### src/design/lcd_pkg.sv
`default_nettype none

package lcd_pkg;

    typedef logic [7:0] pixel_t;
    typedef logic [5:0] addr_t;   // row * 8 + col
    typedef logic [2:0] coord_t;
    typedef logic [9:0] sum_t;    // four pixels summed

    localparam int IMG_SIDE   = 8;
    localparam int IMG_PIXELS = 64;
    localparam int WIN_PIXELS = 4;

    // operation point range, both axes
    localparam int POS_MIN   = 1;
    localparam int POS_MAX   = 7;
    localparam int POS_RESET = 4;

    // codes 8 to 15 are accepted as no operation
    typedef enum logic [3:0] {
        CMD_WRITE = 4'd0,
        CMD_UP    = 4'd1,
        CMD_DOWN  = 4'd2,
        CMD_LEFT  = 4'd3,
        CMD_RIGHT = 4'd4,
        CMD_MAX   = 4'd5,
        CMD_MIN   = 4'd6,
        CMD_AVG   = 4'd7
    } cmd_t;

    typedef enum logic [2:0] {
        S_LOAD,
        S_IDLE,
        S_WRITE,
        S_SHIFT,
        S_WINDOW
    } state_t;

    typedef enum logic [1:0] {
        CNT_IMAGE,   // 64 beats
        CNT_WINDOW   // 4 beats
    } count_mode_t;

endpackage

`default_nettype wire

### src/design/frame_buffer.sv
`default_nettype none

module frame_buffer (
    input  wire                   clk,
    input  wire                   reset,
    input  wire                   load_en,
    input  lcd_pkg::addr_t        rom_addr,
    input  lcd_pkg::pixel_t       rom_q,
    input  lcd_pkg::addr_t [3:0]  win_addr_all,
    input  wire                   win_we,
    input  lcd_pkg::pixel_t       win_value,
    input  wire                   out_en,
    input  lcd_pkg::addr_t        out_addr,
    output lcd_pkg::pixel_t [3:0] win_pix,
    output logic                  ram_valid,
    output lcd_pkg::pixel_t       ram_data,
    output lcd_pkg::addr_t        ram_addr
);
    import lcd_pkg::*;

    pixel_t mem [IMG_PIXELS];

    always_ff @(posedge clk) begin
        if (load_en) begin
            mem[rom_addr] <= rom_q;
        end else if (win_we) begin
            for (int i = 0; i < 4; i++) begin
                mem[win_addr_all[i]] <= win_value;
            end
        end
    end

    always_comb begin
        for (int i = 0; i < 4; i++) begin
            win_pix[i] = mem[win_addr_all[i]];
        end
    end

    always_ff @(posedge clk) begin
        if (reset) begin
            ram_valid <= 1'b0;
        end else begin
            ram_valid <= out_en;
        end
    end

    always_ff @(posedge clk) begin
        if (out_en) begin
            ram_addr <= out_addr;
            // first window beat bypasses the write landing on the same edge
            if (win_we) begin
                ram_data <= win_value;
            end else begin
                ram_data <= mem[out_addr];
            end
        end
    end

endmodule

`default_nettype wire

### src/design/lcd_ctrl.sv
`default_nettype none

module lcd_ctrl (
    input  wire             clk,
    input  wire             reset,
    input  wire  [3:0]      cmd,
    input  wire             cmd_valid,
    input  lcd_pkg::pixel_t rom_q,
    output logic            rom_rd,
    output lcd_pkg::addr_t  rom_addr,
    output logic            ram_valid,
    output lcd_pkg::pixel_t ram_data,
    output lcd_pkg::addr_t  ram_addr,
    output logic            busy,
    output logic            done
);
    import lcd_pkg::*;

    logic         last;
    logic         cnt_clear;
    logic         cnt_step;
    count_mode_t  cnt_mode;
    cmd_t         op;
    logic         shift_en;
    logic         win_we;
    logic         out_en;
    logic         out_sel_window;
    addr_t        count;
    addr_t        win_addr;
    addr_t        out_addr;
    addr_t [3:0]  win_addr_all;
    pixel_t [3:0] win_pix;
    pixel_t       win_value;

    assign rom_addr = count;
    assign out_addr = out_sel_window ? win_addr : count;   // window beat or raster beat

    lcd_ctrl_fsm u_fsm (
        .clk            (clk),
        .reset          (reset),
        .cmd            (cmd),
        .cmd_valid      (cmd_valid),
        .last           (last),
        .busy           (busy),
        .done           (done),
        .rom_rd         (rom_rd),
        .cnt_clear      (cnt_clear),
        .cnt_step       (cnt_step),
        .cnt_mode       (cnt_mode),
        .op             (op),
        .shift_en       (shift_en),
        .win_we         (win_we),
        .out_en         (out_en),
        .out_sel_window (out_sel_window)
    );

    lcd_step_counter u_counter (
        .clk   (clk),
        .reset (reset),
        .clear (cnt_clear),
        .step  (cnt_step),
        .mode  (cnt_mode),
        .count (count),
        .last  (last)
    );

    op_point u_point (
        .clk          (clk),
        .reset        (reset),
        .shift_en     (shift_en),
        .shift_cmd    (op),
        .win_sel      (count[1:0]),
        .win_addr     (win_addr),
        .win_addr_all (win_addr_all)
    );

    window_alu u_alu (
        .win_pix (win_pix),
        .op      (op),
        .result  (win_value)
    );

    frame_buffer u_buffer (
        .clk          (clk),
        .reset        (reset),
        .load_en      (rom_rd),
        .rom_addr     (count),
        .rom_q        (rom_q),
        .win_addr_all (win_addr_all),
        .win_we       (win_we),
        .win_value    (win_value),
        .out_en       (out_en),
        .out_addr     (out_addr),
        .win_pix      (win_pix),
        .ram_valid    (ram_valid),
        .ram_data     (ram_data),
        .ram_addr     (ram_addr)
    );

endmodule

`default_nettype wire

### src/design/lcd_ctrl_fsm.sv
`default_nettype none

module lcd_ctrl_fsm (
    input  wire                  clk,
    input  wire                  reset,
    input  wire  [3:0]           cmd,
    input  wire                  cmd_valid,
    input  wire                  last,
    output logic                 busy,
    output logic                 done,
    output logic                 rom_rd,
    output logic                 cnt_clear,
    output logic                 cnt_step,
    output lcd_pkg::count_mode_t cnt_mode,
    output lcd_pkg::cmd_t        op,
    output logic                 shift_en,
    output logic                 win_we,
    output logic                 out_en,
    output logic                 out_sel_window
);
    import lcd_pkg::*;

    state_t state, state_next;
    logic   accept;
    logic   win_first;   // first beat of a window op
    logic   write_end;   // last write beat just went out

    assign accept = cmd_valid && !busy;

    always_comb begin
        state_next = state;
        case (state)
            S_LOAD: if (last) state_next = S_IDLE;
            S_IDLE: begin
                if (accept) begin
                    case (cmd)
                        CMD_WRITE:                               state_next = S_WRITE;
                        CMD_MAX, CMD_MIN, CMD_AVG:               state_next = S_WINDOW;
                        default:                                 state_next = S_SHIFT;
                    endcase
                end
            end
            S_WRITE:  if (last) state_next = S_IDLE;
            S_WINDOW: if (last) state_next = S_IDLE;
            S_SHIFT:  state_next = S_IDLE;   // shifts and unused codes
            default:  state_next = S_IDLE;
        endcase
    end

    always_ff @(posedge clk) begin
        if (reset) begin
            state     <= S_LOAD;
            busy      <= 1'b1;
            done      <= 1'b0;
            op        <= CMD_WRITE;
            win_first <= 1'b0;
            write_end <= 1'b0;
        end else begin
            state <= state_next;
            if (state == S_IDLE) begin
                if (accept) begin
                    busy <= 1'b1;
                    op   <= cmd_t'(cmd);
                end else begin
                    busy <= 1'b0;
                end
            end
            win_first <= (state_next == S_WINDOW) && (state != S_WINDOW);
            write_end <= (state == S_WRITE) && last;
            if (write_end) done <= 1'b1;   // sticky until reset
        end
    end

    always_comb begin
        rom_rd         = (state == S_LOAD);
        cnt_step       = (state == S_LOAD) || (state == S_WRITE) || (state == S_WINDOW);
        cnt_clear      = cnt_step && last;
        cnt_mode       = (state == S_WINDOW) ? CNT_WINDOW : CNT_IMAGE;
        shift_en       = (state == S_SHIFT);
        out_en         = (state == S_WRITE) || (state == S_WINDOW);
        out_sel_window = (state == S_WINDOW);
        win_we         = (state == S_WINDOW) && win_first;
    end

endmodule

`default_nettype wire

### src/design/lcd_step_counter.sv
`default_nettype none

module lcd_step_counter (
    input  wire                  clk,
    input  wire                  reset,
    input  wire                  clear,
    input  wire                  step,
    input  lcd_pkg::count_mode_t mode,
    output lcd_pkg::addr_t       count,
    output logic                 last
);
    import lcd_pkg::*;

    // one counter serves load, write-out and window phases
    always_ff @(posedge clk) begin
        if (reset) begin
            count <= '0;
        end else if (clear) begin
            count <= '0;
        end else if (step) begin
            count <= count + 6'd1;
        end
    end

    always_comb begin
        if (mode == CNT_WINDOW) begin
            last = (count == addr_t'(WIN_PIXELS - 1));
        end else begin
            last = (count == addr_t'(IMG_PIXELS - 1));
        end
    end

endmodule

`default_nettype wire

### src/design/op_point.sv
`default_nettype none

module op_point (
    input  wire                 clk,
    input  wire                 reset,
    input  wire                 shift_en,
    input  lcd_pkg::cmd_t       shift_cmd,
    input  wire  [1:0]          win_sel,
    output lcd_pkg::addr_t      win_addr,
    output lcd_pkg::addr_t [3:0] win_addr_all
);
    import lcd_pkg::*;

    coord_t pos_x;
    coord_t pos_y;
    coord_t row0;   // top row of the window
    coord_t col0;   // left column of the window
    addr_t  p0;

    always_ff @(posedge clk) begin
        if (reset) begin
            pos_x <= coord_t'(POS_RESET);
            pos_y <= coord_t'(POS_RESET);
        end else if (shift_en) begin
            case (shift_cmd)
                CMD_UP:    if (pos_y > coord_t'(POS_MIN)) pos_y <= pos_y - 3'd1;
                CMD_DOWN:  if (pos_y < coord_t'(POS_MAX)) pos_y <= pos_y + 3'd1;
                CMD_LEFT:  if (pos_x > coord_t'(POS_MIN)) pos_x <= pos_x - 3'd1;
                CMD_RIGHT: if (pos_x < coord_t'(POS_MAX)) pos_x <= pos_x + 3'd1;
                default: begin
                    // no move for other opcodes
                end
            endcase
        end
    end

    assign row0 = pos_y - 3'd1;
    assign col0 = pos_x - 3'd1;
    assign p0   = addr_t'(row0 * IMG_SIDE + col0);

    // upper left, upper right, lower left, lower right
    assign win_addr_all[0] = p0;
    assign win_addr_all[1] = p0 + 6'd1;
    assign win_addr_all[2] = p0 + addr_t'(IMG_SIDE);
    assign win_addr_all[3] = p0 + addr_t'(IMG_SIDE + 1);

    assign win_addr = win_addr_all[win_sel];   // address of the current beat

endmodule

`default_nettype wire

### src/design/window_alu.sv
`default_nettype none

module window_alu (
    input  lcd_pkg::pixel_t [3:0] win_pix,
    input  lcd_pkg::cmd_t         op,
    output lcd_pkg::pixel_t       result
);
    import lcd_pkg::*;

    pixel_t max_top, max_bot, max_all;
    pixel_t min_top, min_bot, min_all;
    sum_t   sum;

    // first level compares within each row, second across rows
    assign max_top = (win_pix[0] > win_pix[1]) ? win_pix[0] : win_pix[1];
    assign max_bot = (win_pix[2] > win_pix[3]) ? win_pix[2] : win_pix[3];
    assign max_all = (max_top > max_bot) ? max_top : max_bot;

    assign min_top = (win_pix[0] < win_pix[1]) ? win_pix[0] : win_pix[1];
    assign min_bot = (win_pix[2] < win_pix[3]) ? win_pix[2] : win_pix[3];
    assign min_all = (min_top < min_bot) ? min_top : min_bot;

    assign sum = sum_t'(win_pix[0]) + sum_t'(win_pix[1]) + sum_t'(win_pix[2])
               + sum_t'(win_pix[3]);

    always_comb begin
        case (op)
            CMD_MAX: result = max_all;
            CMD_MIN: result = min_all;
            default: result = sum[9:2];   // truncated average
        endcase
    end

endmodule

`default_nettype wire

### config.mk
export PLATFORM = sky130hd
export DESIGN_NAME = lcd_ctrl
export DESIGN_NICKNAME = d
export VERILOG_FILES = /design/src/design/lcd_pkg.sv /design/src/design/frame_buffer.sv /design/src/design/lcd_ctrl.sv /design/src/design/lcd_ctrl_fsm.sv /design/src/design/lcd_step_counter.sv /design/src/design/op_point.sv /design/src/design/window_alu.sv
export SDC_FILE = /design/constraint.sdc
export NUM_CORES = 2
export LEC_CHECK = 0
export ABC_AREA = 0
export BUFFER_PORTS_ARGS = -buffer_cell sky130_fd_sc_hd__buf_4
export CAP_MARGIN = 20
export CELL_PAD_IN_SITES_DETAIL_PLACEMENT = 2
export CELL_PAD_IN_SITES_GLOBAL_PLACEMENT = 2
export CORE_MARGIN = 2
export CORE_UTILIZATION = 48
export CTS_CLUSTER_DIAMETER = 40
export DETAILED_ROUTE_END_ITERATION = 10
export PLACE_DENSITY_LB_ADDON = 0.1
export RECOVER_POWER = 25
export SKIP_CTS_REPAIR_TIMING = 1
export SLEW_MARGIN = 0
export SYNTH_ARGS = -nofsm -noshare
export SYNTH_HDL_FRONTEND = slang
export SYNTH_SLANG_ARGS = --single-unit
export TNS_END_PERCENT = 5
### constraint.sdc
create_clock -name clk -period 24.2 [get_ports clk]
set_clock_uncertainty 0.1 [all_clocks]
set_input_delay 4.84 -clock clk [delete_from_list [all_inputs] [get_ports clk]]
set_output_delay 4.84 -clock clk [all_outputs]
set_load 0.005 [all_outputs]
======== Word level (Yosys, flattened, before mapping) ========
Memory sizes are Yosys's and may differ from the RTL's.
Index checks and enable logic that the tools add are counted.
operators by class
  add/subtract/negate cells ............... 12
  $lt $le $gt $ge ......................... 11
  equal/unequal tests ..................... 22
  multiplexer cells ....................... 32
  reduce and logical (&&, ||, !) cells .... 20
operators with widths
  operator               number
  $mux W8                8
  $eq A4 B3 Y1 const B   6
  $gt A8 B8 Y1           3
  $lt A8 B8 Y1           3
  $pmux W3 S2            4
  $add A10 B8 Y10        2
  $mux W3                6
  $mux W6                3
  $pmux W8 S2            1
  $add A6 B1 Y6 const B  2
  $add A6 B4 Y6 const B  2
  $bmux W6 S2            1
  $add A8 B8 Y9          1
  $mux W1                9
  $eq A4 B2 Y1 const B   2
  $ne A2 B1 Y1 const B   4
  $reduce_and A4 Y1      2
  $reduce_or A8 Y1       1
  $add A3 B1 Y3 const B  2
  $add A6 B3 Y6          1
  $eq A3 B2 Y1 const B   2
  $eq A3 B3 Y1 const B   2
  $eq A6 B2 Y1 const B   1
  $eq A6 B6 Y1 const B   1
  other kinds (17)       28
word-level totals
  bits in registers ....................... 38
  bits in writable memories ............... 512
  input port bits ......................... 15
  output and inout port bits .............. 24
  logic and storage cells ................. 110
  memories ................................ 1
memory list
  name          depth  bits a word  rd ports  clocked after Yosys merged registers in  wr ports  RTL line            text
  u_buffer.mem  64     8            5         0                                        4         frame_buffer.sv:21  pixel_t mem [IMG_PIXELS];

======== Longest topological paths before layout ========
An unclocked memory read counts as a cell.
  word-level depth ........................ 10
  gate-level depth with buffers ........... 44
  depth with buffers taken out ............ 29

======== Hierarchy ========
From an unflattened synthesis, not the netlist that was laid out.
unflattened totals
  cell total of the unflattened synthesis .. 4,027
  area, all modules ....................... 45,109.5 µm²
by module, submodules not included
  module            times used  cells each  area an instance (µm²)  sequential area each (µm²)
  frame_buffer      1           3,555       41,051.9                15,815.2
  window_alu        1           263         2,259.7                 0.0
  op_point          1           110         888.4                   120.1
  lcd_ctrl_fsm      1           61          529.3                   220.2
  lcd_step_counter  1           31          279.0                   120.1
  lcd_ctrl          1           7           101.3                   0.0

======== Worst setup path before layout ========
No wires, ideal clock.
  path kind ............................... register -> register
  start point ............................. register u_point.pos_x[0]
  end point ............................... memory u_buffer.mem[10][4] (netlist bit), data pin
  library setup time ...................... 265 ps
  arrival ................................. 7,985 ps
  required time ........................... 23,835 ps
  setup slack ............................. 15,850 ps
  stages on the path, launching flop included .. 39
  path buffers ............................ 14
  clock period less this slack ............ 8,350 ps
  cell sequence ........................... dfxtp_1 > buf_4 > buf_6 > buf_6 > buf_4 > inv_1 > buf_2 > buf_2 > ha_1 > buf_4 > buf_4 > buf_2 > buf_2 > clkbuf_1 > mux4_2 > mux4_2 > o22ai_1 > nor3_2 > [... 3 more ...] > o21bai_1 > a221oi_1 > a41o_1 > clkbuf_1 > mux2_2 > ha_1 > nand4_1 > nor2_1 > a211oi_1 > nor3_1 > and2_1 > o21bai_1 > a22oi_1 > o2111ai_1 > nor4_1 > buf_2 > buf_2 > nor2_1
RTL lines
  item                    RTL line            text
  from (decl)             op_point.sv:14      coord_t pos_x;
  from (signal assigned)  op_point.sv:22      pos_x <= coord_t'(POS_RESET);
  from (signal assigned)  op_point.sv:28      CMD_LEFT: if (pos_x > coord_t'(POS_MIN)) pos_x <= pos_x - 3'd1;
  from (signal assigned)  op_point.sv:29      CMD_RIGHT: if (pos_x < coord_t'(POS_MAX)) pos_x <= pos_x + 3'd1;
  to (decl)               frame_buffer.sv:21

==> flow_summary.json <==
{
  "fill_cells": 7777,
  "tightest_slew_ns": 3.82,
  "seq_area_frac_synth": 0.411,
  "core_um2": 82000,
  "min_period_over_period": 0.664,
  "drt_iter0_drc": 6185,
  "worstSkewPairLatency_ns": 0.73,
  "grt_max_degree": 111,
  "cp-end-kind": "flop",
  "vias": 36500,
  "fin_tns_setup_ns": 0,
  "clock_path_buffers": 3,
  "p_leak_nw": 14.7,
  "place_ws_ns": 13.35,
  "hold_path_class": "reg2reg",
  "yosysUniqueCellTypes": 90,
  "finalHoldViolations": 0,
  "synth_top_area_frac": 0.398,
  "min_period_ns": 16.07,
  "final_cell_mix": "edfxtp_1 (526), nor2_1 (403), nand2_1 (320), mux4_2 (299), mux2i_1 (216)",
  "violations": "capacitance limit, slew limit",
  "initial_core_util": 0.484,
  "grt_util_all_layers": 0.508,
  "fp.dieH_um": 291,
  "viasPerCell": 7.90,
  "cts_tree": "done",
  "cts_buffers": 101,
  "final_common_cell": "edfxtp_1",
  "dp.final_hpwl_um": 140000,
  "htree_levels": 3,
  "grt_pass1_vias": 38000,
  "place.gp.congestion": 1.05,
  "worstSetupStartpointType": "flop",
  "crit_path_max_incr_delay_ns": 1.72,
  "peakVddDrop_uv": 87.8,
  "synth.avg_cell_area_um2": 11.2,
  "outcome": "finished, violations left",
  "clk_pin_slew_ns": 0.05,
  "synth_ff_type": "edfxtp_1",
  "finalSetupViolCount": 0,
  "io_buffers": 38,
  "synth-edff-count": 526,
  "die_w_um": 291,
  "die_area_um2": 84900,
  "crit_fanout": 65,
  "yosysTopAreaCell": "edfxtp_1",
  "cts_root_buffer": "clkbuf_16",
  "overflow": 0,
  "wl_um": 217000,
  "cp.required_ns": 24.47,
  "ys_seq_elements": 550,
  "clock-sinks": 550,
  "rows": 105,
  "synth.area.top_cells": "edfxtp_1 (40%), mux4_2 (17%), mux2i_1 (5.5%)",
  "fin_nets": 3532,
  "wl_per_cell_um": 47.1,
  "dr.pass1.iters": 6,
  "max_cap_viol_count": 21,
  "cellPowerDensity_nw_per_um2": 62.1,
  "grt_pass1_wl_um": 303000,
  "cp.arrival_ns": 16.34,
  "ioPinCount": 39,
  "post_synth_instance_area_um2": 39600,
  "syn_nets": 3609,
  "rsz0062_at_grt": "false",
  "path_common_cell": "ha_1",
  "timing.fmax_ghz": 0.0622,
  "area_delta_synth_final_pct": 11.6,
  "yosys_warnings": 0,
  "antenna_found_initial": 32,
  "drv_slew": 489,
  "async_flop_share": 0,
  "syn_inst": 3529,
  "setup_ws_ns": 8.13,
  "slew_headroom": -1.55,
  "antenna_left": 0,
  "crit_slowest_cell": "clkbuf_1",
  "drive_above_1_share": 0.215,
  "critical_path_class": "reg2reg",
  "drc_errors": 0
}
Yosys cell counts (all sizes together) (60+ instances only):
| cell type | instances |
|---|---|
| buf | 199 |
| o221ai | 60 |
| nor2 | 410 |
| mux2i | 218 |
| nand2 | 320 |
| mux4 | 299 |
| edfxtp | 526 |
| clkbuf | 168 |
| o21a | 204 |
| mux2 | 63 |
| a21oi | 186 |
| o21ai | 82 |
| nand3 | 61 |
metal layers:
metal  vias up  track usage  wire, um
met1     18500        0.595     72200
li1      13600            -         -
met2      3224        0.758     94600
met3      1101        0.192     29700
met5         -      0.00113       220
met4        34        0.386     20600
logic make-up (layout without fill, tap and decap cells):
family | count (synthesis) | count (layout) | share of synthesized area
simple gates | 1019 | 1019 | 0.113
compound gates | 854 | 854 | 0.150
mux | 580 | 580 | 0.243
flops | 550 | 550 | 0.411
buf+inv | 426 | 432 | 0.0528
fa+ha+maj | 66 | 66 | 0.0225
xor+xnor | 34 | 34 | 0.00827
other cells | 0 | 10 | 0
stage by stage:
| stage | instance area (um2) | std cells | hold WS, ns | util | power [mW] |
|---|---|---|---|---|---|
| final | 44200 | 4615 | 0.361 | 0.540 | 2.75 |
| after detailed placement | 40900 | 4407 | 0.348 | 0.499 | 1.27 |
| after global placement | 40900 | 4401 | 0.326 | 0.498 | 1.25 |
| after CTS | 44300 | 4593 | 0.367 | 0.540 | 2.72 |
| after global routing | 44200 | 4606 | 0.372 | 0.539 | 2.77 |
| after floorplan | 39600 | 3529 | 0.311 | - | 1.19 |
flip-flops by register name, indices dropped and copies added (netlist names):
signal,flops
u_buffer.ram_valid,1
u_fsm.win_first,1
u_fsm.op,4
u_counter.count,6
u_buffer.ram_data,8
u_fsm.done,1
u_buffer.mem,512
u_point.pos_y,3
u_point.pos_x,3
u_fsm.state,3
u_buffer.ram_addr,6
u_fsm.write_end,1
u_fsm.busy,1
critical path, delay by kind of cell, from the launching register on:
family	cells	cell delay [ns]
flip-flops	1	1.71
buffers and inverters	5	4.62
AND/OR/NAND/NOR	8	2.96
AO/OA/AOI/OAI	9	2.77
multiplexers	3	1.52
adder cells (fa/ha/maj)	3	1.97
report_power, final:
| part | internal [mW] | leakage (nW) | switching [mW] |
|---|---|---|---|
| sequential | 1.05 | 4.93 | 0.00685 |
| clock | 0.902 | 1.65 | 0.566 |
| combinational | 0.0767 | 8.09 | 0.145 |
worst paths after layout:
| kind | start | end | slack (ns) | cells after the start |
|---|---|---|---|---|
| max | u_point.pos_x[0]$_SDFFE_PP0P_ | u_buffer.mem[38][2]$_DFFE_PP_ | 8.13 | 28 |
| min | u_fsm.write_end$_SDFF_PP0_ | u_fsm.done$_SDFFE_PP0P_ | 0.36 | 2 |
| max reg2reg | u_point.pos_x[0]$_SDFFE_PP0P_ | u_buffer.mem[38][2]$_DFFE_PP_ | 8.13 | 28 |
| min reg2reg | u_fsm.write_end$_SDFF_PP0_ | u_fsm.done$_SDFFE_PP0P_ | 0.36 | 2 |
final cells by class:
| cell class | instances | area [um2] | area share |
|---|---|---|---|
| timing repair buffer | 187 | 1330 | 0.0300 |
| tap | 1070 | 1340 | 0.0303 |
| sequential | 550 | 16300 | 0.368 |
| antenna | 10 | 25.0 | 0.000566 |
| clock inverter | 69 | 800 | 0.0181 |
| clock buffer | 117 | 2600 | 0.0587 |
| inverter | 59 | 226 | 0.00512 |
| multi-input combinational | 2553 | 21600 | 0.489 |
(Power assumes the default switching activity.)
